## config.mk

```make
export PLATFORM = sky130hd
export DESIGN_NAME = forwardUnit
export DESIGN_NICKNAME = d
export VERILOG_FILES = /design/src/source/pipePkg.sv /design/src/source/forwardUnit.sv
export SDC_FILE = /design/constraint.sdc
export NUM_CORES = 1
export LEC_CHECK = 0
export BUFFER_PORTS_ARGS = -buffer_cell sky130_fd_sc_hd__buf_2
export CORE_MARGIN = 2
export CORE_UTILIZATION = 25
export DETAILED_ROUTE_END_ITERATION = 8
export HOLD_SLACK_MARGIN = 0.02
export PLACE_DENSITY = 0.68
export SLEW_MARGIN = 20
export SYNTH_ARGS = -nofsm -noshare
export SYNTH_HDL_FRONTEND = slang
export SYNTH_SLANG_ARGS = --single-unit
```

## constraint.sdc

```tcl
create_clock -name clk -period 1.3 [get_ports clk]
set_clock_uncertainty 0.1 [all_clocks]
set_input_delay 0.065 -clock clk [delete_from_list [all_inputs] [get_ports clk]]
set_output_delay 0.065 -clock clk [all_outputs]
set_load 0.005 [all_outputs]
```

## src/source/pipePkg.sv

```systemverilog
package pipePkg;

    // Datapath sizes
    localparam int dataWidth    = 32;
    localparam int regAddrWidth = 5;
    localparam int memDepth     = 256;
    localparam int memAddrWidth = 8;

    // RV32I major opcodes in the supported subset
    localparam logic [6:0] opReg   = 7'b0110011;
    localparam logic [6:0] opImm   = 7'b0010011;
    localparam logic [6:0] opLoad  = 7'b0000011;
    localparam logic [6:0] opStore = 7'b0100011;
    localparam logic [6:0] opLui   = 7'b0110111;

    // funct3 and funct7 codes
    localparam logic [2:0] f3AddSub = 3'b000;
    localparam logic [2:0] f3Slt    = 3'b010;
    localparam logic [2:0] f3Xor    = 3'b100;
    localparam logic [2:0] f3Or     = 3'b110;
    localparam logic [2:0] f3And    = 3'b111;
    localparam logic [6:0] f7Sub    = 7'b0100000;

    // ALU operations
    localparam logic [2:0] aluAdd   = 3'd0;
    localparam logic [2:0] aluSub   = 3'd1;
    localparam logic [2:0] aluAnd   = 3'd2;
    localparam logic [2:0] aluOr    = 3'd3;
    localparam logic [2:0] aluXor   = 3'd4;
    localparam logic [2:0] aluSlt   = 3'd5;
    localparam logic [2:0] aluPassB = 3'd6;

    // Execute operand sources
    localparam logic [1:0] fwdRegFile = 2'b00;
    localparam logic [1:0] fwdWb      = 2'b01;
    localparam logic [1:0] fwdMem     = 2'b10;

    typedef struct packed {
        logic [6:0] funct7;
        logic [4:0] rs2;
        logic [4:0] rs1;
        logic [2:0] funct3;
        logic [4:0] rd;
        logic [6:0] opcode;
    } rFormat;

    typedef struct packed {
        logic [11:0] imm;
        logic [4:0]  rs1;
        logic [2:0]  funct3;
        logic [4:0]  rd;
        logic [6:0]  opcode;
    } iFormat;

    // immLo sits where rd sits in the other two views
    typedef struct packed {
        logic [6:0] immHi;
        logic [4:0] rs2;
        logic [4:0] rs1;
        logic [2:0] funct3;
        logic [4:0] immLo;
        logic [6:0] opcode;
    } sFormat;

    typedef union packed {
        rFormat rType;
        iFormat iType;
        sFormat sType;
    } instWord;

endpackage

```

## src/source/forwardUnit.sv

```systemverilog
`timescale 1ns/1ps

module forwardUnit (
    input  logic                              clk,
    input  logic                              rst,
    // Instruction in EX
    input  logic                              exUsesRs1,
    input  logic                              exUsesRs2,
    input  logic [pipePkg::regAddrWidth-1:0]  exRs1,
    input  logic [pipePkg::regAddrWidth-1:0]  exRs2,
    // Instruction in MEM
    input  logic                              memWritesReg,
    input  logic                              memIsLoad,
    input  logic [pipePkg::regAddrWidth-1:0]  memRd,
    // Instruction in WB
    input  logic                              wbWritesReg,
    input  logic [pipePkg::regAddrWidth-1:0]  wbRd,
    output logic [1:0]                        rs1Sel,
    output logic [1:0]                        rs2Sel,
    output logic                              loadUseStall
);

    // Set for the cycle after a stall, when EX/MEM holds a bubble with a stale rd
    logic bubbleInMem;

    function automatic logic [1:0] pickSource(input logic uses,
                                              input logic [pipePkg::regAddrWidth-1:0] src);
        logic memHit;
        logic memShadow;
        logic wbHit;
        memHit    = uses && memWritesReg && !memIsLoad && (memRd == src);
        // A younger write in MEM hides the WB value, unless MEM is a bubble
        memShadow = memWritesReg && (memRd == src) && !bubbleInMem;
        wbHit     = uses && wbWritesReg && (wbRd == src) && !memShadow;
        if (memHit)
            return pipePkg::fwdMem;
        else if (wbHit)
            return pipePkg::fwdWb;
        else
            return pipePkg::fwdRegFile;
    endfunction

    always_comb begin
        rs1Sel = pickSource(exUsesRs1, exRs1);
        rs2Sel = pickSource(exUsesRs2, exRs2);
    end

    // Load data is not ready until the load reaches WB
    assign loadUseStall = memIsLoad &&
                          ((exUsesRs1 && (memRd == exRs1)) || (exUsesRs2 && (memRd == exRs2)));

    always_ff @(posedge clk) begin
        if (rst) begin
            bubbleInMem <= 1'b0;
        end else begin
            bubbleInMem <= loadUseStall;
        end
    end

endmodule

```

==> impl_metrics.ini <==
[worst_setup_path]
crit_start = memRd[2]
endpoint_kind = output port
crit_chain = buf_2 -> xor2_1 -> nor3_1 -> and3_1 -> a31oi_1 -> buf_2
path_max_fanout = 3
critPathCapture = rs1Sel[0]
crit_path_frequent_cell = buf_2
cp.arrival_ps = 1040
critPathRequiredTime_ps = 1130
start_kind = input port
crit_family = simple AND/OR/NAND/NOR gates
critical_path_depth = 6
path_class = in -> out
cp_slowest_cell = nor3_1
max_stage_delay_ps = 290
path_buf_inv = 2

[timing]
finalWorstSetupSlack_ps = 90.8
fmax_ghz = 0.827
grt_setup_unrepaired = yes
tightest_slew_ps = 296
min_period_over_period_pct = 93.0
fin_crit_ps = 1210
tns_ps = 0
hold_slack_ps = 210
maxSlewViolCount = 0
final_hold_viol_count = 0
slew_headroom_pct = 80.1
finalSetupViolations = 0

[die]
die_area_um2 = 1730
fp.dieH_um = 41.6
die_w_um = 41.6
start_util_pct = 26.8
ioPinCount = 32
core_um2 = 1320
fp-row-count = 13

[cells_and_area]
syn2layout_area_growth_pct = 61.7
top_register = bubbleInMem
largest_reg_flops = 1
n_antenna_cell = 0
reg_top3 = bubbleInMem x1
drive_gt1_share_pct = 50.7
final_nets = 104

[global_route]
antenna_found_initial = 0
first_global_vias = 396
grt_overflow_total = 0
grt_start_max_net_pins = 6
grt_pass1_wl_mm = 1.48
grt_use_total_pct = 10.2

[synth]
syn_area_per_cell_um2 = 8.02
synth_cell_types = 21
syn_area_um2 = 353
yosys_warnings = 0
netlist_instances = 44
synth_edf_count = 0
ys.flop_type = dfxtp_1
synthesis.nets = 71
ys_ff_latch = 1
yosysSeqAreaShare_pct = 5.67
synth-async-reset-ratio_pct = 0

[drt]
drt_iter0_drc = 0
routed_wl_um = 909
drcViolationCount = 0
via_count = 401
routed_via_density = 4.46
antenna_left = 0
dr.pass1.iters = 1
wl_per_cell_um = 10.1

[place]
port_buffers = 31
place_ws_ps = 62.9
globalplace.congestion = 0.682

[run]
maxCapViolCount = 0

[min_path]
hold_path.class = in -> reg
hold_path_depth = 3

[power]
vdd_drop_max_mv = 0.134
p_leak_uw = 0.000280
clockPowerShare_pct = 0
p_comb_share_pct = 83.0
power.switching_uw = 75.5
internal-power_uw = 111
seqPwrFrac_pct = 17.0
p_sw_share_pct = 40.4
power_density_nw_per_um2 = 327

[clocking]
cts_hold_buf = 0
path_clk_slew_ps = 0

[status]
outcome = finished, final reports clean
cells in the mapped netlist (all sizes together) (2+ instances only):
master,number,area (um^2)
xor2,15,131
xnor2,5,43.8
and3,4,26.3
nor4,3,40.0
inv,2,7.51
nand2,2,10.0
nand4,2,12.5
o21ai,2,10.0
cell usage in the layout, fill, tap and decap left out, types with 2 or more instances in the layout:
cell,instances
buf_2,28
xor2_2,2
buf_6,2
xnor2_1,5
o21ai_0,2
xor2_1,13
nand4_1,2
inv_1,2
and3_1,3
nor4_2,2
metrics by stage:
| stage | cells | area (um^2) | power (uW) | util [%] |
|---|---|---|---|---|
| after floorplan | 44 | 353 | 103 | - |
| after global placement | 90 | 527 | 172 | 40.0 |
| after detailed placement | 90 | 527 | 175 | 40.0 |
| after CTS | 90 | 527 | 176 | 40.0 |
| after global routing | 90 | 571 | 201 | 43.3 |
| final | 90 | 571 | 187 | 43.3 |
final cells by class:
cell class              count  area, um^2
fillers                   146         747
multi-input cells          41         347
repair buffers             31         178
inverters                   2        7.51
flip-flops and latches      1        20.0
well taps                  15        18.8
power by group through the flow:
stage | Sequential, uW | Clock (uW) | Combinational [uW]
after CTS | 31.8 | 0 | 144
after detailed placement | 31.8 | 0 | 143
after floorplan | 31.7 | 0 | 71.8
after global routing | 31.9 | 0 | 169
after global placement | 31.8 | 0 | 140
final | 31.8 | 0 | 155
cell families after synthesis:
family	synth area share (%)
buffers and inverters	2.13
AO/OA/AOI/OAI	10.6
AND/OR/NAND/NOR	31.9
flip-flops	5.67
XOR/XNOR	49.6
what timing repair did:
item	in CTS	in global routing
hold endpoints to repair	0	0
gates resized for setup	0	10
setup buffers	0	0
endpoints found under the setup margin	0	1
worst min path at each step:
stage                     startpoint          end
after floorplan            memIsLoad  bubbleInMem
after global placement           rst  bubbleInMem
after detailed placement         rst  bubbleInMem
after CTS                        rst  bubbleInMem
after global routing             rst  bubbleInMem
final                            rst  bubbleInMem
per-layer routing:
metal / wire length [um] / track usage, %
met1: 343 / 12.3
met2: 469 / 20.0
met3: 97 / 1.30
met4: 0 / 0
met5: 0 / 0
Note: power is estimated with default switching activity, not from simulation.
