`config.mk`:
```
export PLATFORM = sky130hd
export DESIGN_NAME = regFile
export DESIGN_NICKNAME = d
export VERILOG_FILES = /design/src/source/pipePkg.sv /design/src/source/regFile.sv
export SDC_FILE = /design/constraint.sdc
export NUM_CORES = 2
export LEC_CHECK = 0
export BUFFER_PORTS_ARGS = -buffer_cell sky130_fd_sc_hd__buf_4
export CAP_MARGIN = 40
export CORE_ASPECT_RATIO = 0.5
export CORE_MARGIN = 5
export CORE_UTILIZATION = 57
export CTS_BUF_LIST = sky130_fd_sc_hd__clkbuf_16
export DETAILED_ROUTE_END_ITERATION = 12
export GPL_TIMING_DRIVEN = 0
export PLACE_DENSITY = 0.78
export SETUP_SLACK_MARGIN = 0.5
export SLEW_MARGIN = 10
export SYNTH_ARGS = -nofsm -noshare
export SYNTH_HDL_FRONTEND = slang
export SYNTH_SLANG_ARGS = --single-unit
```
`constraint.sdc`:
```
create_clock -name clk -period 1.9 [get_ports clk]
set_input_delay 0.095 -clock clk [delete_from_list [all_inputs] [get_ports clk]]
set_output_delay 0.095 -clock clk [all_outputs]
set_load 0.02 [all_outputs]
```
`src/source/pipePkg.sv`:
```
package pipePkg;

    // Datapath sizes
    localparam int dataWidth    = 32;
    localparam int regAddrWidth = 5;
    localparam int memDepth     = 256;
    localparam int memAddrWidth = 8;

    // RV32I major opcodes in the supported subset
    localparam logic [6:0] opReg   = 7'b0110011;
    localparam logic [6:0] opImm   = 7'b0010011;
    localparam logic [6:0] opLoad  = 7'b0000011;
    localparam logic [6:0] opStore = 7'b0100011;
    localparam logic [6:0] opLui   = 7'b0110111;

    // funct3 and funct7 codes
    localparam logic [2:0] f3AddSub = 3'b000;
    localparam logic [2:0] f3Slt    = 3'b010;
    localparam logic [2:0] f3Xor    = 3'b100;
    localparam logic [2:0] f3Or     = 3'b110;
    localparam logic [2:0] f3And    = 3'b111;
    localparam logic [6:0] f7Sub    = 7'b0100000;

    // ALU operations
    localparam logic [2:0] aluAdd   = 3'd0;
    localparam logic [2:0] aluSub   = 3'd1;
    localparam logic [2:0] aluAnd   = 3'd2;
    localparam logic [2:0] aluOr    = 3'd3;
    localparam logic [2:0] aluXor   = 3'd4;
    localparam logic [2:0] aluSlt   = 3'd5;
    localparam logic [2:0] aluPassB = 3'd6;

    // Execute operand sources
    localparam logic [1:0] fwdRegFile = 2'b00;
    localparam logic [1:0] fwdWb      = 2'b01;
    localparam logic [1:0] fwdMem     = 2'b10;

    typedef struct packed {
        logic [6:0] funct7;
        logic [4:0] rs2;
        logic [4:0] rs1;
        logic [2:0] funct3;
        logic [4:0] rd;
        logic [6:0] opcode;
    } rFormat;

    typedef struct packed {
        logic [11:0] imm;
        logic [4:0]  rs1;
        logic [2:0]  funct3;
        logic [4:0]  rd;
        logic [6:0]  opcode;
    } iFormat;

    // immLo sits where rd sits in the other two views
    typedef struct packed {
        logic [6:0] immHi;
        logic [4:0] rs2;
        logic [4:0] rs1;
        logic [2:0] funct3;
        logic [4:0] immLo;
        logic [6:0] opcode;
    } sFormat;

    typedef union packed {
        rFormat rType;
        iFormat iType;
        sFormat sType;
    } instWord;

endpackage

```
`src/source/regFile.sv`:
```
`timescale 1ns/1ps

module regFile (
    input  logic                              clk,
    input  logic                              rst,
    input  logic [pipePkg::regAddrWidth-1:0]  rdAddr1,
    input  logic [pipePkg::regAddrWidth-1:0]  rdAddr2,
    input  logic [pipePkg::regAddrWidth-1:0]  wrAddr,
    input  logic                              wrEn,
    input  logic [pipePkg::dataWidth-1:0]     wrData,
    output logic [pipePkg::dataWidth-1:0]     rdData1,
    output logic [pipePkg::dataWidth-1:0]     rdData2
);

    logic [pipePkg::dataWidth-1:0] regs [1 << pipePkg::regAddrWidth];

    // x0 reads zero, and a write in the same cycle is passed straight through
    function automatic logic [pipePkg::dataWidth-1:0] readPort(
        input logic [pipePkg::regAddrWidth-1:0] addr);
        if (addr == '0)
            return '0;
        else if (wrEn && (wrAddr == addr))
            return wrData;
        else
            return regs[addr];
    endfunction

    always_ff @(posedge clk) begin
        if (rst) begin
            for (int i = 0; i < (1 << pipePkg::regAddrWidth); i++) begin
                regs[i] <= '0;
            end
        end else if (wrEn && (wrAddr != '0)) begin
            regs[wrAddr] <= wrData;
        end
    end

    always_comb begin
        rdData1 = readPort(rdAddr1);
        rdData2 = readPort(rdAddr2);
    end

endmodule

```
==> impl_results.md <==
* Worst vdd ir at 0.000651 V
* Clk slew on worst S/H paths at 70 ps
* Die width at 450 um
* Mapped Cells at 3802
* Drt initial violations at 8635
* Post-Place Setup Slack at -1430 ps
* Routed wl met2 at 92.8 mm
* Placed Area at 59000 sq um
* Hold Fails Final Rpt at 0
* Internal power at 40.2 mW
* RSZ-0062 raised after global routing: true
* Final Wtd Congestion at 1.07
* Final Instance Area at 64800 sq um
* Pwr/cell area at 859 nW/um^2
* Fin nets at 4232
* DRT Wirelength at 238 mm
* CP arrival at 2690 ps
* Grt total ovfl at 0
* Syn Area/Cell at 14.5 sq um
* Fill count at 6530
* Net Sw Frac at 27.8%
* Worst Path Required at 1800 ps
* Die ar. at 103000 sq um
* Most flops, register: regs
* Pre-antenna DRT Iters at 9
* Maximum root-to-sink buffer count at 3
* Yosys warning total at 0
* Worst Setup End Kind: output pin
* Leak at 23.2 nW
* Chip height at 230 um
* Crit path launch type: input pin
* Fraction of registers with async set/reset at 0%
* Initial core utilization at 57.6%
* Number of I/O pins at 114
* Clock sink count at 1024
* Top flop regs: regs (1024)
* Area Growth Syn to Fin at 17.7%
* Max Used Layer: met5
* Worst Hold Class: in -> reg
* # DRC at 0
* Worst-margin pin slew at 1190 ps
* Standard-cell rows at 80
* Mapped Area at 55100 sq um
* Number of global-route vias before repair at 39600
* Avg Vias per Cell at 7.59
* Max-cap check violation count at 0
* NetSw at 15.5 mW
* Final total power at 55.7 mW
* H-tree depth at 3
* Minimum clock period at 2780 ps
* Placed Cells incl. Taps at 5250
* Sequential power share at 48.0%
* Finished Core Util at 67.8%
* Number of synthesized flops with an enable pin at 1024
* Port Buffers at 103
* Max Freq at 359 MHz
* Clock Power Share at 35.0%
* Commonest non-fill, non-tap cells in the layout: edfxtp_1, and2_1, mux4_2, mux2i_1, clkbuf_1
* Synth cell types at 52
* # setup viols final at 64
* Detailed Place HPWL at 165 mm
* Max reg flops at 1024
* Global Route Usage Sum at 44.4%
* Largest net degree at the start of global routing at 33
* Routed wire per std cell at 43.0 um
* TritonCTS clock tree: done
* Setup TNS at -44190 ps
* Met3 WL at 48.5 mm
* Logic gate share of total power at 17.0%
* Violations in the final reports: setup timing
* M1 WL at 76.9 mm
* Critical path class: in -> out
* Status: finished with violations
* Final hold slack at 51.4 ps
* Non-Filler Instances at 5531
* Number of routed nets with antenna violations at 0
* Synth Flop Type: edfxtp_1
* Share of cells above drive strength 1 at 29.1%
* Critical path peak fanout at 10
* Root Driver: clkbuf_16
* Initial antenna violation count at 10
* First-pass GRT wire length at 313 mm
* Hold Path End: regs[5][29]
* TritonCTS Buffers at 92
* Commonest non-fill, non-tap cell in the layout: edfxtp_1
* #FFs+latches synth at 1024
* Hold path cells at 3
* Fin. max-slew vios at 0
* Hold Startpoint: wrData[29]
* Register area share after synthesis at 55.8%
* Slew headroom at 20.8%
* PnR worst setup slack at -885 ps
* Core ar. at 95600 sq um
* Period utilization at 147%
* Total number of vias at 42000
kinds of logic (layout without fill, tap and decap cells):
family	after synthesis	after routing	share of synthesized area [%]
buffers and inverters	415	808	3.52
XOR/XNOR	10	10	0.159
other	1	40	0.00681
multiplexers	711	711	21.5
flip-flops	1024	1024	55.8
AND/OR/NAND/NOR	1184	1210	13.0
AO/OA/AOI/OAI	457	457	6.03
Yosys cell counts (6+ instances only):
| master | n | share of area, % |
|---|---|---|
| nand3_1 | 13 | 0.12 |
| nor2_1 | 49 | 0.33 |
| a22oi_1 | 107 | 1.5 |
| buf_4 | 31 | 0.42 |
| o221ai_1 | 38 | 0.60 |
| o221a_1 | 15 | 0.31 |
| o22ai_1 | 37 | 0.42 |
| mux4_2 | 375 | 15 |
| mux2_2 | 6 | 0.12 |
| buf_6 | 26 | 0.53 |
| a221o_1 | 11 | 0.20 |
| edfxtp_1 | 1024 | 56 |
| xnor2_1 | 10 | 0.16 |
| o21ai_0 | 14 | 0.13 |
| clkbuf_1 | 278 | 1.9 |
| buf_1 | 22 | 0.15 |
| nand2_1 | 64 | 0.44 |
| buf_2 | 56 | 0.51 |
| o2111ai_1 | 6 | 0.095 |
| or2_2 | 32 | 0.36 |
| a21oi_1 | 64 | 0.58 |
| a221oi_1 | 27 | 0.43 |
| o21ai_1 | 49 | 0.45 |
| and2_1 | 994 | 11 |
| a32o_1 | 32 | 0.58 |
| mux2i_1 | 330 | 6.0 |
| a31oi_1 | 11 | 0.12 |
| a211oi_1 | 32 | 0.44 |
| a32oi_1 | 9 | 0.14 |
power groups by stage:
stage | combinational (mW) | sequential (mW) | clock [mW]
2_1_floorplan | 4.61 | 26.9 | 0
3_3_place_gp | 7.75 | 27.1 | 0
3_5_place_dp | 7.93 | 27.2 | 0
4_1_cts | 8.67 | 26.7 | 19.1
5_1_grt | 9.38 | 26.8 | 20.1
6_report | 9.47 | 26.7 | 19.5
cell type report:
cell class,count,area [sq um],area share (%)
Multi-Input combinational cell,2420,24300,37.5
Inverter,2,13.8,0.0212
Tap cell,1271,1590,2.45
Clock buffer,94,2350,3.63
Clock inverter,70,598,0.923
Antenna cell,8,20.0,0.0309
Buffer,413,2680,4.14
Sequential cell,1024,30700,47.4
Timing Repair Buffer,229,2520,3.88
timing repair:
item,CTS,global route
hold buffers,31,1
cloned,13,13
endpoints found under the setup margin,1729,1275
gates resized for setup,338,145
buffers inserted,17,27
endpoints found under the hold margin,32,1
pin swaps,138,40
critical path: stages:
cell      delay [ps]
buf_6            140
clkinv_2         450
nor2_1           580
clkbuf_2         550
a22oi_1          210
a21oi_1          210
a221o_1          250
buf_6            160
per-layer routing:
layer  GRT usage [%]  vias to the layer above
met2            59.9                     4714
met3            25.5                     1006
met4            27.0                       14
met5          0.0919                        -
met1            55.3                    20800
li1                -                    15400
how the worst max path moves through the flow:
stage	start	to	slack, ps	cells past startpoint
finish	rdAddr2[4]	rdData2[17]	-880	8
global route	regs[30][9]	rdData2[9]	-850	5
CTS	regs[13][20]	rdData2[20]	-760	5
detailed placement	rdAddr2[2]	rdData2[18]	-1430	10
global placement	rdAddr1[4]	rdData1[11]	-1800	8
floorplan	rdAddr2[0]	rdData2[28]	180	7
No activity file was read; power rests on OpenSTA's default activity.
