<file path="config.mk">
export PLATFORM = sky130hd
export DESIGN_NAME = aluUnit
export DESIGN_NICKNAME = d
export VERILOG_FILES = /design/src/source/pipePkg.sv /design/src/source/aluUnit.sv
export SDC_FILE = /design/constraint.sdc
export NUM_CORES = 1
export LEC_CHECK = 0
export ABC_AREA = 1
export BUFFER_PORTS_ARGS = -buffer_cell sky130_fd_sc_hd__buf_4
export CAP_MARGIN = 20
export CORE_ASPECT_RATIO = 0.8
export CORE_MARGIN = 2
export CORE_UTILIZATION = 62
export DETAILED_ROUTE_END_ITERATION = 10
export PLACE_DENSITY = 0.86
export SETUP_SLACK_MARGIN = 0.3
export SYNTH_ARGS = -nofsm -noshare
export SYNTH_HDL_FRONTEND = slang
export SYNTH_SLANG_ARGS = --single-unit
</file>
<file path="constraint.sdc">
create_clock -name vclk -period 2.45
set_clock_uncertainty 0.1 [all_clocks]
set_input_delay 0.3675 -clock vclk [all_inputs]
set_output_delay 0.3675 -clock vclk [all_outputs]
set_load 0.005 [all_outputs]
</file>
<file path="src/source/pipePkg.sv">
package pipePkg;

    // Datapath sizes
    localparam int dataWidth    = 32;
    localparam int regAddrWidth = 5;
    localparam int memDepth     = 256;
    localparam int memAddrWidth = 8;

    // RV32I major opcodes in the supported subset
    localparam logic [6:0] opReg   = 7'b0110011;
    localparam logic [6:0] opImm   = 7'b0010011;
    localparam logic [6:0] opLoad  = 7'b0000011;
    localparam logic [6:0] opStore = 7'b0100011;
    localparam logic [6:0] opLui   = 7'b0110111;

    // funct3 and funct7 codes
    localparam logic [2:0] f3AddSub = 3'b000;
    localparam logic [2:0] f3Slt    = 3'b010;
    localparam logic [2:0] f3Xor    = 3'b100;
    localparam logic [2:0] f3Or     = 3'b110;
    localparam logic [2:0] f3And    = 3'b111;
    localparam logic [6:0] f7Sub    = 7'b0100000;

    // ALU operations
    localparam logic [2:0] aluAdd   = 3'd0;
    localparam logic [2:0] aluSub   = 3'd1;
    localparam logic [2:0] aluAnd   = 3'd2;
    localparam logic [2:0] aluOr    = 3'd3;
    localparam logic [2:0] aluXor   = 3'd4;
    localparam logic [2:0] aluSlt   = 3'd5;
    localparam logic [2:0] aluPassB = 3'd6;

    // Execute operand sources
    localparam logic [1:0] fwdRegFile = 2'b00;
    localparam logic [1:0] fwdWb      = 2'b01;
    localparam logic [1:0] fwdMem     = 2'b10;

    typedef struct packed {
        logic [6:0] funct7;
        logic [4:0] rs2;
        logic [4:0] rs1;
        logic [2:0] funct3;
        logic [4:0] rd;
        logic [6:0] opcode;
    } rFormat;

    typedef struct packed {
        logic [11:0] imm;
        logic [4:0]  rs1;
        logic [2:0]  funct3;
        logic [4:0]  rd;
        logic [6:0]  opcode;
    } iFormat;

    // immLo sits where rd sits in the other two views
    typedef struct packed {
        logic [6:0] immHi;
        logic [4:0] rs2;
        logic [4:0] rs1;
        logic [2:0] funct3;
        logic [4:0] immLo;
        logic [6:0] opcode;
    } sFormat;

    typedef union packed {
        rFormat rType;
        iFormat iType;
        sFormat sType;
    } instWord;

endpackage

</file>
<file path="src/source/aluUnit.sv">
`timescale 1ns/1ps

module aluUnit (
    input  logic [2:0]                     aluOp,
    input  logic [pipePkg::dataWidth-1:0]  opA,
    input  logic [pipePkg::dataWidth-1:0]  opB,
    output logic [pipePkg::dataWidth-1:0]  result
);

    always_comb begin
        case (aluOp)
            pipePkg::aluAdd:   result = opA + opB;
            pipePkg::aluSub:   result = opA - opB;
            pipePkg::aluAnd:   result = opA & opB;
            pipePkg::aluOr:    result = opA | opB;
            pipePkg::aluXor:   result = opA ^ opB;
            // Signed compare
            pipePkg::aluSlt: begin
                result = ($signed(opA) < $signed(opB)) ? 32'd1 : 32'd0;
            end
            // lui immediate passes through
            pipePkg::aluPassB: result = opB;
            default:           result = '0;
        endcase
    end

endmodule

</file>
==> flow_summary.json, run 1 <==
{
  "synth_nets": 1479,
  "gp_congestion": 1.04,
  "firstError": "[ERROR DPL-0038] Utilization greater than 100%, impossible to legalize",
  "num_rows": 33,
  "synth_cells": 1304,
  "die_h_um": 96.6,
  "ys_seq_area_share_pct": 0,
  "fp.dieW_um": 120,
  "ys_types": 35,
  "io_buffers": 99,
  "postCtsHoldBufs": 0,
  "cts_resized": 537,
  "status": "did not finish",
  "stop_stage": "clock tree synthesis",
  "yosys_warnings": 0,
  "start_util_pct": 64.3,
  "synth_area_per_cell_um2": 5.09,
  "netlist_area_mm2": 0.00664,
  "pin_count": 99,
  "hpwl_um": 22800,
  "post_cts_buffers": 30
}
## Yosys cell counts
master       n  area share, %
a21o_1       2           0.23
a21oi_1     57            4.3
a221oi_1    22            2.9
a22oi_1      1           0.11
a32o_1       1           0.15
and2_1       1          0.094
and3_1       2           0.19
buf_2       24            1.8
buf_4        9            1.0
buf_6        2           0.34
clkbuf_1     3           0.17
fa_1         2           0.60
ha_1       106             20
inv_1      302             17
inv_2        2           0.11
nand2_1    439             25
nand2_2      5           0.47
nand2_4      1           0.17
nand3_1    120            9.0
nand3_2      2           0.30
nand4_1      9           0.85
nor2_1      87            4.9
nor2_2       8           0.75
nor2_4       4           0.68
nor3_1       6           0.45
nor3_2       7            1.1
nor4_1       3           0.28
o2111ai_1    3           0.40
o211ai_1     4           0.45
o21ai_0     29            2.2
o21ai_1      2           0.15
o21bai_1     6           0.68
o221ai_1     4           0.53
o22ai_1     27            2.5
or2_2        2           0.19
## through the flow
stage	TNS, ps	worst slack, ps	util [%]	instance area (um^2)	cells
2_1_floorplan	0	298	-	6660	1304
3_5_place_dp	-4880	-272	86.1	8890	1701
3_3_place_gp	-3380	-211	86.1	8890	1701
## cell families after synthesis
kind of cell | synth area share [%]
and+or+nand+nor | 44.3
buffers and inverters | 20.5
AOI/OAI and AO/OA | 14.6
adders and majority gates | 20.6
==> run 2: changes to the inputs <==
- CORE_ASPECT_RATIO: 0.8 -> unset
- CORE_UTILIZATION: 62 -> 40
- PLACE_DENSITY: 0.86 -> unset
- PLACE_DENSITY_LB_ADDON: unset -> 0.15
- SETUP_SLACK_MARGIN: 0.3 -> unset
==> run 2 against run 1 <==
Against the previous run: the flow now finishes, with violations (setup timing); area after synthesis is the same; synthesized cell count is the same.
==> flow_summary.json, run 2 <==
{
  "die_h_um": 133,
  "worst_pin_slew_ps": 550,
  "clock_buffers": 0,
  "place_ws_ps": -294,
  "wl_per_cell_um": 15.7,
  "grt_max_degree": 31,
  "worst-setup-path-type": "in2out",
  "core_mm2": 0.0164,
  "use_met3_pct": 3.26,
  "ff_latch_area_um2": 0,
  "ys_types": 35,
  "synthTopCellsByArea": "nand2_1, ha_1, inv_1",
  "worstSetupStartpointType": "primary input",
  "max-slew-margin-rel_pct": 63.3,
  "violations": "setup timing",
  "wl_um": 28300,
  "start_util_pct": 40.5,
  "hpwl_um": 22300,
  "grt-ovfl-total": 0,
  "drc": 0,
  "vdd_drop_max_mv": 0.134,
  "cp-startpoint": "opA[0]",
  "slew_violations": 0,
  "fp.dieW_um": 133,
  "drt-initial-drc-count": 823,
  "powerDensity_mw_per_mm2": 240,
  "synthTopCellsByCount": "nand2_1, inv_1, nand3_1",
  "synth_nets": 1479,
  "dpl_cell_area_mm2": 0.00897,
  "crit_path_end_kind": "output port",
  "hold_start": "opB[5]",
  "synth_top_area_share_pct": 24.8,
  "grt.total_usage_pct": 29.8,
  "top_usage_layer": "met2",
  "grt_pass1_vias": 8601,
  "grt_pass1_wl_um": 42800,
  "io_buffers": 99,
  "worstPathRequired_ps": 1980,
  "most-common-layout-cells": "nand2_1, buf_4, inv_1",
  "nFlopsAndLatches": 0,
  "setup_violations": 12,
  "area_delta_synth_final_pct": 66.7,
  "num_rows": 47,
  "synth_cells": 1304,
  "hp-class": "in2out",
  "yosys_warnings": 0,
  "grtUsageMet1_pct": 44.3,
  "gp_congestion": 0.992,
  "synth_area_per_cell_um2": 5.09,
  "netlist_area_mm2": 0.00664,
  "pin_count": 99,
  "status": "finished, violations left",
  "vias": 9351,
  "antenna_found_initial": 0,
  "final-hold-violation-count": 0,
  "whs_path_depth": 5,
  "yosysTopAreaCell": "nand2_1",
  "rsz0062_at_grt": "yes",
  "fill_cells": 1506,
  "layout.nets": 1758,
  "ys_seq_area_share_pct": 0,
  "crit_end": "result[8]",
  "design_area_mm2": 0.0111,
  "numPlacedInstances": 1779,
  "grt_use_met2_pct": 47.2,
  "timing.final.crit_period_ps": 2490,
  "vias_per_cell": 5.19,
  "fin_ws_ps": -42.0,
  "synth_most_common_cell": "nand2_1",
  "drive_above_1_share_pct": 46.5,
  "drv_cap": 0,
  "leakagePower_nw": 6.03,
  "final_cells": 1801,
  "ant_nets": 0,
  "antennaDiodeCount": 0,
  "postCtsHoldBufs": 0,
  "worstPathArrival_ps": 2020,
  "fin_crit_sh_pct": 102,
  "final_common_cell": "nand2_1",
  "drt_first_pass_iters": 7,
  "clock.fmax_mhz": 401,
  "die_area_mm2": 0.0176,
  "path_max_fanout": 3
}
[run 2: cell counts after synthesis]
Identical to the previous run, type by type.
[run 2: layer usage]
metal | up-vias | routed length, um
li1 | 4611 | -
met1 | 4342 | 13000
met2 | 363 | 12600
met3 | 35 | 2380
met4 | 0 | 320
met5 | - | 0
[run 2: timing repair]
item / 4_1_cts / 5_1_grt
pin swaps: 58 / 113
setup buffers: 7 / 15
gates resized for setup: 236 / 335
setup endpoints to repair: 28 / 29
cloned: 0 / 0
[run 2: cell families (layout without fill, tap and decap cells)]
| kind of cell | count (synthesis) | after routing | share of synthesized area (%) |
|---|---|---|---|
| compound gates | 158 | 158 | 14.6 |
| fa+ha+maj | 108 | 108 | 20.6 |
| simple gates | 696 | 696 | 44.3 |
| buf+inv | 342 | 619 | 20.5 |
[run 2: critical path, stage by stage]
cell,delay [ps]
buf_6,90
inv_4,40
ha_4,150
fa_2,370
inv_4,100
nand2_2,70
nand3_4,80
nand3_2,80
nand2_2,90
buf_6,110
o22ai_2,70
a21oi_2,160
nand3_2,100
buf_4,140
[run 2: worst min path at each step]
stage	end	slack [ps]
global route	result[1]	1110
global placement	result[1]	1040
finish	result[5]	1070
CTS	result[1]	1070
detailed placement	result[1]	1060
floorplan	result[8]	750
[run 2: layout make-up]
type	count	area, um^2	area share, %
tap	220	275	2.49
timing repair buffer	315	2570	23.2
inverter	304	1190	10.8
multi-input combinational	962	7040	63.6
[run 2: through the flow]
stage / setup TNS [ps] / util (%) / power [mW] / hold slack (ps)
floorplan: 0 / - / 1.04 / 748
global placement: -5390 / 54.7 / 1.94 / 1040
detailed placement: -5820 / 54.7 / 1.96 / 1060
CTS: -550 / 60.6 / 2.24 / 1070
global route: -2210 / 67.5 / 2.86 / 1110
finish: -210 / 67.5 / 2.66 / 1070
[run 2: power breakdown]
part | total, mW | internal, mW | leakage [nW] | switching [mW]
clock network | 0 | 0 | 0 | 0
logic | 2.66 | 1.17 | 6.03 | 1.49
registers | 0 | 0 | 0 | 0
total | 2.66 | 1.17 | 6.03 | 1.49
Power figures use the tool's default switching activity.
