## config.mk

```make
export PLATFORM = sky130hd
export DESIGN_NAME = instDecoder
export DESIGN_NICKNAME = d
export VERILOG_FILES = /design/src/source/pipePkg.sv /design/src/source/instDecoder.sv
export SDC_FILE = /design/constraint.sdc
export NUM_CORES = 1
export LEC_CHECK = 0
export ABC_AREA = 1
export BUFFER_PORTS_ARGS = -buffer_cell sky130_fd_sc_hd__buf_2
export CORE_ASPECT_RATIO = 1.1
export CORE_MARGIN = 2
export CORE_UTILIZATION = 41
export DETAILED_ROUTE_END_ITERATION = 16
export MAX_ROUTING_LAYER = met4
export PLACE_DENSITY = 0.95
export SYNTH_ARGS = -nofsm -noshare
export SYNTH_HDL_FRONTEND = slang
export SYNTH_SLANG_ARGS = --single-unit
```

## constraint.sdc

```tcl
create_clock -name vclk -period 2.6
set_input_delay 0.39 -clock vclk [all_inputs]
set_output_delay 0.39 -clock vclk [all_outputs]
set_load 0.03 [all_outputs]
```

## src/source/pipePkg.sv

```systemverilog
package pipePkg;

    // Datapath sizes
    localparam int dataWidth    = 32;
    localparam int regAddrWidth = 5;
    localparam int memDepth     = 256;
    localparam int memAddrWidth = 8;

    // RV32I major opcodes in the supported subset
    localparam logic [6:0] opReg   = 7'b0110011;
    localparam logic [6:0] opImm   = 7'b0010011;
    localparam logic [6:0] opLoad  = 7'b0000011;
    localparam logic [6:0] opStore = 7'b0100011;
    localparam logic [6:0] opLui   = 7'b0110111;

    // funct3 and funct7 codes
    localparam logic [2:0] f3AddSub = 3'b000;
    localparam logic [2:0] f3Slt    = 3'b010;
    localparam logic [2:0] f3Xor    = 3'b100;
    localparam logic [2:0] f3Or     = 3'b110;
    localparam logic [2:0] f3And    = 3'b111;
    localparam logic [6:0] f7Sub    = 7'b0100000;

    // ALU operations
    localparam logic [2:0] aluAdd   = 3'd0;
    localparam logic [2:0] aluSub   = 3'd1;
    localparam logic [2:0] aluAnd   = 3'd2;
    localparam logic [2:0] aluOr    = 3'd3;
    localparam logic [2:0] aluXor   = 3'd4;
    localparam logic [2:0] aluSlt   = 3'd5;
    localparam logic [2:0] aluPassB = 3'd6;

    // Execute operand sources
    localparam logic [1:0] fwdRegFile = 2'b00;
    localparam logic [1:0] fwdWb      = 2'b01;
    localparam logic [1:0] fwdMem     = 2'b10;

    typedef struct packed {
        logic [6:0] funct7;
        logic [4:0] rs2;
        logic [4:0] rs1;
        logic [2:0] funct3;
        logic [4:0] rd;
        logic [6:0] opcode;
    } rFormat;

    typedef struct packed {
        logic [11:0] imm;
        logic [4:0]  rs1;
        logic [2:0]  funct3;
        logic [4:0]  rd;
        logic [6:0]  opcode;
    } iFormat;

    // immLo sits where rd sits in the other two views
    typedef struct packed {
        logic [6:0] immHi;
        logic [4:0] rs2;
        logic [4:0] rs1;
        logic [2:0] funct3;
        logic [4:0] immLo;
        logic [6:0] opcode;
    } sFormat;

    typedef union packed {
        rFormat rType;
        iFormat iType;
        sFormat sType;
    } instWord;

endpackage

```

## src/source/instDecoder.sv

```systemverilog
`timescale 1ns/1ps

module instDecoder (
    input  pipePkg::instWord                  inst,
    output logic [pipePkg::regAddrWidth-1:0]  rs1,
    output logic [pipePkg::regAddrWidth-1:0]  rs2,
    output logic [pipePkg::regAddrWidth-1:0]  rd,
    output logic [pipePkg::dataWidth-1:0]     imm,
    output logic [2:0]                        aluOp,
    output logic                              usesRs1,
    output logic                              usesRs2,
    output logic                              writesReg,
    output logic                              isLoad,
    output logic                              isStore,
    output logic                              useImm,
    output logic                              legal
);

    always_comb begin
        rs1       = inst.rType.rs1;
        rs2       = inst.rType.rs2;
        rd        = inst.rType.rd;
        imm       = '0;
        aluOp     = pipePkg::aluAdd;
        usesRs1   = 1'b0;
        usesRs2   = 1'b0;
        writesReg = 1'b0;
        isLoad    = 1'b0;
        isStore   = 1'b0;
        useImm    = 1'b0;
        legal     = 1'b1;
        case (inst.rType.opcode)
            pipePkg::opReg: begin
                usesRs1   = 1'b1;
                usesRs2   = 1'b1;
                writesReg = 1'b1;
                case (inst.rType.funct3)
                    pipePkg::f3AddSub: aluOp = (inst.rType.funct7 == pipePkg::f7Sub) ?
                                               pipePkg::aluSub : pipePkg::aluAdd;
                    pipePkg::f3Slt:    aluOp = pipePkg::aluSlt;
                    pipePkg::f3Xor:    aluOp = pipePkg::aluXor;
                    pipePkg::f3Or:     aluOp = pipePkg::aluOr;
                    pipePkg::f3And:    aluOp = pipePkg::aluAnd;
                    default:           legal = 1'b0;
                endcase
            end
            pipePkg::opImm: begin
                usesRs1   = 1'b1;
                writesReg = 1'b1;
                useImm    = 1'b1;
                imm       = {{20{inst.iType.imm[11]}}, inst.iType.imm};
                case (inst.iType.funct3)
                    pipePkg::f3AddSub: aluOp = pipePkg::aluAdd;
                    pipePkg::f3Xor:    aluOp = pipePkg::aluXor;
                    pipePkg::f3Or:     aluOp = pipePkg::aluOr;
                    pipePkg::f3And:    aluOp = pipePkg::aluAnd;
                    default:           legal = 1'b0;
                endcase
            end
            pipePkg::opLoad: begin
                usesRs1   = 1'b1;
                writesReg = 1'b1;
                isLoad    = 1'b1;
                useImm    = 1'b1;
                imm       = {{20{inst.iType.imm[11]}}, inst.iType.imm};
            end
            pipePkg::opStore: begin
                usesRs1 = 1'b1;
                usesRs2 = 1'b1;
                isStore = 1'b1;
                useImm  = 1'b1;
                imm     = {{20{inst.sType.immHi[6]}}, inst.sType.immHi, inst.sType.immLo};
            end
            pipePkg::opLui: begin
                writesReg = 1'b1;
                useImm    = 1'b1;
                aluOp     = pipePkg::aluPassB;
                imm       = {inst.rType.funct7, inst.rType.rs2, inst.rType.rs1,
                             inst.rType.funct3, 12'b0};
            end
            default: legal = 1'b0;
        endcase
        // Unknown words retire as no-ops
        if (!legal) begin
            usesRs1   = 1'b0;
            usesRs2   = 1'b0;
            writesReg = 1'b0;
            isLoad    = 1'b0;
            isStore   = 1'b0;
        end
        // x0 is never a dependency or a destination
        if (rs1 == '0) usesRs1 = 1'b0;
        if (rs2 == '0) usesRs2 = 1'b0;
        if (rd == '0) writesReg = 1'b0;
    end

endmodule

```

==> metrics.txt, run 1 <==
# TYPE chip_impl_metric gauge
chip_impl_info{name="result_of_the_run",value="complete, no violations"} 1
chip_impl_metric{name="max_fclk",unit="MHz"} 460
chip_impl_metric{name="final.setup.tns",unit="ps"} 0
chip_impl_metric{name="layout_min_cycle_time",unit="ps"} 2180
chip_impl_metric{name="via_count_of_the_first_global_routing_pass",unit=""} 1048
chip_impl_metric{name="final_min_period_over_clock_period",unit=""} 0.837
chip_impl_metric{name="netlist-cell-type-count",unit=""} 17
chip_impl_metric{name="final_nets",unit=""} 265
chip_impl_metric{name="synth-adder-area-share",unit=""} 0
chip_impl_metric{name="cp_data_arrival_time",unit="ps"} 1790
chip_impl_metric{name="syn2layout_area_growth",unit="%"} 35.9
chip_impl_metric{name="dp_hpwl",unit="mm"} 2.28
chip_impl_info{name="start_kind",value="input pin"} 1
chip_impl_metric{name="gp_routability_congestion",unit=""} 0.877
chip_impl_info{name="synth.top_cells.by_count",value="sky130_fd_sc_hd__nand2_1 (46), sky130_fd_sc_hd__nor2_1 (22), sky130_fd_sc_hd__nand3_1 (17), sky130_fd_sc_hd__inv_1 (16), sky130_fd_sc_hd__buf_4 (15)"} 1
chip_impl_info{name="grt_busiest_layer",value="met2"} 1
chip_impl_metric{name="critPathMaxFanout",unit=""} 20
chip_impl_metric{name="overall_global_routing_usage",unit=""} 0.217
chip_impl_info{name="endpoint_kind",value="output port"} 1
chip_impl_metric{name="via_per_inst",unit=""} 4.75
chip_impl_metric{name="seq_cells",unit=""} 0
chip_impl_metric{name="effective_utilization_at_floorplan",unit=""} 0.434
chip_impl_metric{name="powerDensity",unit="nW/µm²"} 111
chip_impl_metric{name="post_synth_mux_area_share",unit=""} 0
chip_impl_info{name="grt_setup_unrepaired",value="no"} 1
chip_impl_metric{name="ff_latch_area",unit="µm²"} 0
chip_impl_info{name="yosys.cell_count.top_type",value="sky130_fd_sc_hd__nand2_1"} 1
chip_impl_metric{name="clock_buffer_count",unit=""} 0
chip_impl_metric{name="final_layout_size_suffix_gt1_frac",unit=""} 0.502
chip_impl_info{name="yosys-top-cells-area",value="sky130_fd_sc_hd__nand2_1 (20%), sky130_fd_sc_hd__buf_4 (13%), sky130_fd_sc_hd__nand3_2 (13%)"} 1
chip_impl_metric{name="globalRouteMet1Util",unit=""} 0.253
chip_impl_metric{name="grt_max_degree",unit=""} 21
chip_impl_metric{name="vdd_ir_drop_max",unit="V"} 0.0000577
chip_impl_metric{name="max_cap_violations",unit=""} 0
chip_impl_metric{name="share_of_synthesized_cell_area_in_and_or_nand_and_nor_gates",unit=""} 0.644
chip_impl_metric{name="drt-initial-drc-count",unit=""} 17
chip_impl_metric{name="global_route_wire_length_before_repair",unit="mm"} 4.13
chip_impl_metric{name="router_iterations_before_antenna_repair",unit=""} 4
chip_impl_metric{name="slew_headroom",unit=""} 0.676
chip_impl_metric{name="worst_ep_required_time",unit="ps"} 2210
chip_impl_metric{name="dieArea",unit="µm²"} 2500
chip_impl_metric{name="antenna_diode_count",unit=""} 0
chip_impl_metric{name="grt_antenna_before_repair",unit=""} 0
chip_impl_metric{name="yosys.area.top_type_share",unit=""} 0.199
chip_impl_metric{name="cts_repair_resize_count",unit=""} 0
chip_impl_info{name="synth_top_family_by_area",value="simple AND/OR/NAND/NOR gates"} 1
chip_impl_metric{name="design.portCount",unit=""} 89
chip_impl_info{name="yosys.area.top_type",value="sky130_fd_sc_hd__nand2_1"} 1
chip_impl_metric{name="power.static_leakage",unit="nW"} 0.935
chip_impl_metric{name="final_max_slew_viols",unit=""} 0
chip_impl_metric{name="fp.dieW",unit="µm"} 47.9
chip_impl_metric{name="postCtsSetupBuffers",unit=""} 0
chip_impl_metric{name="synth_area_per_cell",unit="µm²"} 5.36
chip_impl_metric{name="core",unit="µm²"} 2000
chip_impl_metric{name="netlist_area",unit="µm²"} 868
chip_impl_info{name="hold_path_class",value="in -> out"} 1
chip_impl_metric{name="syn-instance-count",unit=""} 162
chip_impl_metric{name="synth_nets",unit=""} 194
chip_impl_metric{name="yosysWarningCount",unit=""} 0
chip_impl_metric{name="worst_pin_slew",unit="ps"} 485
chip_impl_metric{name="global_route.usage.met3",unit=""} 0.00345
chip_impl_metric{name="via_count",unit=""} 1229
chip_impl_metric{name="final_setup_fails",unit=""} 0
chip_impl_metric{name="drt-wirelength-per-cell",unit="µm"} 10.3
chip_impl_metric{name="synth_xor_xnor_area_share",unit=""} 0
chip_impl_metric{name="ant_nets",unit=""} 0
chip_impl_metric{name="hold_viol_final",unit=""} 0
chip_impl_metric{name="die_h",unit="µm"} 52.3
chip_impl_metric{name="final_core_utilization",unit=""} 0.590
chip_impl_metric{name="grt_overflow",unit=""} 0
chip_impl_metric{name="drt-total-wl",unit="mm"} 2.67
chip_impl_metric{name="cts_hold_repair.buffers",unit=""} 0
chip_impl_metric{name="post_synthesis_compound_gate_area_fraction",unit=""} 0.0562
chip_impl_metric{name="grtUsageMet2",unit=""} 0.420
chip_impl_metric{name="drc",unit=""} 0
chip_impl_metric{name="design_power_total",unit="mW"} 0.131
chip_impl_metric{name="port_buffers",unit=""} 89
chip_impl_info{name="path_class",value="in -> out"} 1
chip_impl_metric{name="synth_sequential_area_ratio",unit=""} 0
chip_impl_metric{name="std_cell_rows",unit=""} 17
-- final cells by class --
class / count / area (µm²)
multi-input cells: 119 / 608
well taps: 28 / 35.0
fillers: 218 / 820
inverters: 23 / 91.3
repair buffers: 89 / 445
-- layout by cell type, fill, tap and decap left out, drive strengths merged --
cell / count
buf: 89
nand2: 51
nand3: 28
nor2: 25
inv: 22
o21ai: 6
nor3: 6
a21oi: 3
clkinv: 1
-- final timing paths --
kind	start	endpoint	slack (ps)	depth (start not counted)
hold / removal	inst[11]	rd[4]	1060	2
setup / recovery	inst[3]	imm[24]	420	7
-- per-stage QoR --
stage	setup WS (ps)	cells	hold WS (ps)	cell area, µm²
2_1_floorplan	675	162	912	868
3_3_place_gp	458	259	1060	1180
3_5_place_dp	430	259	1060	1180
4_1_cts	423	259	1060	1180
5_1_grt	256	259	1060	1180
6_report	425	259	1060	1180
-- cell families after synthesis --
| family | count (synthesis) |
|---|---|
| and+or+nand+nor | 110 |
| AOI/OAI and AO/OA | 9 |
| buffers and inverters | 43 |
-- where the power goes --
group          internal (mW)  total [mW]  switching, mW  leakage [nW]
registers                  0           0              0             0
logic                 0.0412       0.131         0.0898         0.935
clock network              0           0              0             0
-- metal layers --
metal	up-vias	wire length (µm)
met2	66	1380
li1	628	-
met3	0	273
met5	-	0
met1	535	1010
met4	0	0
-- critical path, cell delays in order --
cell                      delay, ps
sky130_fd_sc_hd__buf_2          110
sky130_fd_sc_hd__nor2_1         160
sky130_fd_sc_hd__nand2_2        100
sky130_fd_sc_hd__nor2_4         160
sky130_fd_sc_hd__nand3_2        410
sky130_fd_sc_hd__nand3_1        230
sky130_fd_sc_hd__buf_2          220
(Power assumes the default switching activity.)
==> run 2, diff against run 1 <==
--- a/config.mk
+++ b/config.mk
@@ -9,10 +9,10 @@
 export BUFFER_PORTS_ARGS = -buffer_cell sky130_fd_sc_hd__buf_2
 export CORE_ASPECT_RATIO = 1.1
 export CORE_MARGIN = 2
-export CORE_UTILIZATION = 41
+export CORE_UTILIZATION = 38
 export DETAILED_ROUTE_END_ITERATION = 16
 export MAX_ROUTING_LAYER = met4
-export PLACE_DENSITY = 0.95
+export PLACE_DENSITY = 0.91
 export SYNTH_ARGS = -nofsm -noshare
 export SYNTH_HDL_FRONTEND = slang
 export SYNTH_SLANG_ARGS = --single-unit
==> constraint.sdc (replaced) <==
create_clock -name vclk -period 2.1
set_input_delay 0.315 -clock vclk [all_inputs]
set_output_delay 0.315 -clock vclk [all_outputs]
set_load 0.03 [all_outputs]
==> run 2 against run 1 <==
Critical path depth grew 1. Hold slack lost 150 ps. Worst setup slack lost 150 ps. Largest cell class unchanged. Highest routed layer unchanged. Flip-flop and latch count is the same. First-iteration DRC count shrank 29%. Combinational power grew 24%. Largest power group unchanged. Via count is essentially flat. Die area grew 7.2%. Final cell count grew 1.2%.
==> metrics.txt, run 2 (synthesis results as in run 1) <==
# TYPE chip_impl_metric gauge
chip_impl_info{name="result_of_the_run",value="complete, no violations"} 1
chip_impl_metric{name="max_cap_violations",unit=""} 0
chip_impl_info{name="grt_setup_unrepaired",value="no"} 1
chip_impl_metric{name="effective_utilization_at_floorplan",unit=""} 0.393
chip_impl_info{name="timing.critical_path.from",value="inst[1]"} 1
chip_impl_metric{name="critPathMaxFanout",unit=""} 20
chip_impl_metric{name="std_cell_rows",unit=""} 18
chip_impl_metric{name="critPathMaxStageDelay",unit="ps"} 270
chip_impl_metric{name="gp_routability_congestion",unit=""} 0.870
chip_impl_info{name="layout_common_cells",value="sky130_fd_sc_hd__buf_2 (89), sky130_fd_sc_hd__nand2_1 (46), sky130_fd_sc_hd__nor2_1 (22), sky130_fd_sc_hd__nand3_1 (17), sky130_fd_sc_hd__inv_1 (16)"} 1
chip_impl_metric{name="via_count",unit=""} 1228
chip_impl_metric{name="ff_latch_area",unit="µm²"} 0
chip_impl_metric{name="postCtsSetupBuffers",unit=""} 0
chip_impl_metric{name="slew_headroom",unit=""} 0.715
chip_impl_metric{name="final_nets",unit=""} 266
chip_impl_metric{name="cts_repair_resize_count",unit=""} 0
chip_impl_metric{name="dieArea",unit="µm²"} 2680
chip_impl_metric{name="fp.dieW",unit="µm"} 49.6
chip_impl_metric{name="final_min_period_over_clock_period",unit=""} 0.868
chip_impl_info{name="critical-path-top-cell-by-count",value="sky130_fd_sc_hd__buf_2"} 1
chip_impl_info{name="path_class",value="in -> out"} 1
chip_impl_metric{name="port_buffers",unit=""} 89
chip_impl_metric{name="design.portCount",unit=""} 89
chip_impl_info{name="start_kind",value="input pin"} 1
chip_impl_metric{name="drt-total-wl",unit="mm"} 2.55
chip_impl_metric{name="combPwrFrac",unit=""} 1.000
chip_impl_metric{name="die_h",unit="µm"} 54.1
chip_impl_metric{name="grt_overflow",unit=""} 0
chip_impl_metric{name="final.setup.tns",unit="ps"} 0
chip_impl_metric{name="power.static_leakage",unit="nW"} 0.940
chip_impl_metric{name="pwr-share-seq",unit=""} 0
chip_impl_metric{name="syn2layout_area_growth",unit="%"} 37.0
chip_impl_metric{name="drt-initial-drc-count",unit=""} 12
chip_impl_metric{name="drc",unit=""} 0
chip_impl_metric{name="final_layout_size_suffix_gt1_frac",unit=""} 0.504
chip_impl_metric{name="router_iterations_before_antenna_repair",unit=""} 4
chip_impl_metric{name="power.clock.fraction",unit=""} 0
chip_impl_metric{name="layout_min_cycle_time",unit="ps"} 1820
chip_impl_metric{name="grt_max_degree",unit=""} 21
chip_impl_metric{name="ant_nets",unit=""} 0
chip_impl_metric{name="crit_buf_inv",unit=""} 2
chip_impl_metric{name="grt_antenna_before_repair",unit=""} 0
chip_impl_metric{name="antenna_diode_count",unit=""} 0
chip_impl_metric{name="vdd_ir_drop_max",unit="V"} 0.0000844
chip_impl_metric{name="final_max_slew_viols",unit=""} 0
chip_impl_metric{name="via_count_of_the_first_global_routing_pass",unit=""} 979
chip_impl_metric{name="design_power_total",unit="mW"} 0.162
chip_impl_info{name="cpLargestDelayFamily",value="simple AND/OR/NAND/NOR gates"} 1
chip_impl_metric{name="seq_cells",unit=""} 0
chip_impl_metric{name="internal-power",unit="mW"} 0.0512
chip_impl_metric{name="cts_hold_repair.buffers",unit=""} 0
chip_impl_metric{name="final_setup_fails",unit=""} 0
chip_impl_info{name="hold_path_class",value="in -> out"} 1
chip_impl_info{name="endpoint_kind",value="output port"} 1
chip_impl_metric{name="drt-wirelength-per-cell",unit="µm"} 9.75
chip_impl_info{name="timing.critical_path.cells",value="buf_2, nand2_1, nor2_4, nand2_4, nor2_8, nand2_2, nand3_1, buf_2"} 1
chip_impl_metric{name="worst_ep_required_time",unit="ps"} 1780
chip_impl_info{name="hold_path.startpoint",value="inst[16]"} 1
chip_impl_metric{name="worst_pin_slew",unit="ps"} 426
chip_impl_info{name="layout.cells.most_common",value="sky130_fd_sc_hd__buf_2"} 1
chip_impl_metric{name="overall_global_routing_usage",unit=""} 0.180
chip_impl_metric{name="hold_viol_final",unit=""} 0
chip_impl_metric{name="powerDensity",unit="nW/µm²"} 136
chip_impl_metric{name="via_per_inst",unit=""} 4.69
chip_impl_metric{name="global_route_wire_length_before_repair",unit="mm"} 3.90
chip_impl_metric{name="power.switching",unit="mW"} 0.111
chip_impl_metric{name="clock_buffer_count",unit=""} 0
chip_impl_info{name="cpMaxStageDelayCell",value="sky130_fd_sc_hd__nand2_2"} 1
chip_impl_metric{name="sw_frac_of_total",unit=""} 0.684
chip_impl_metric{name="cp_data_arrival_time",unit="ps"} 1510
chip_impl_metric{name="max_fclk",unit="MHz"} 548
chip_impl_metric{name="core",unit="µm²"} 2210
chip_impl_metric{name="dp_hpwl",unit="mm"} 2.19
run 2: path summary, 6_finish.rpt:
| check | to | slack, ps | cells after the start |
|---|---|---|---|
| worst min-delay path | rs1[1] | 910 | 2 |
| worst max-delay path | imm[29] | 280 | 8 |
run 2: per-layer routing:
metal	part of all wire	vias up	global-route usage
met3	0.076	0	0.0111
met5	0	-	-
met2	0.51	51	0.362
li1	-	630	-
met1	0.42	547	0.209
met4	0	0	0
run 2: metrics by stage:
step	hold WS, ps	util	instance area [µm²]	setup slack (ps)	std cells
after floorplan	762	-	868	325	162
after global placement	906	0.539	1190	293	262
after detailed placement	907	0.539	1190	268	262
after CTS	907	0.539	1190	263	262
after global routing	913	0.539	1190	123	262
final	907	0.539	1190	277	262
run 2: final cells by class:
class	instances	area (µm²)
inverter	23	91.3
timing repair buffer	90	453
multi-input combinational	119	608
fill	263	1020
tap	30	37.5
run 2: power groups by stage:
stage	clock network, mW	registers (mW)	logic (mW)
6_report	0	0	0.162
5_1_grt	0	0	0.176
4_1_cts	0	0	0.163
3_5_place_dp	0	0	0.162
3_3_place_gp	0	0	0.160
2_1_floorplan	0	0	0.111
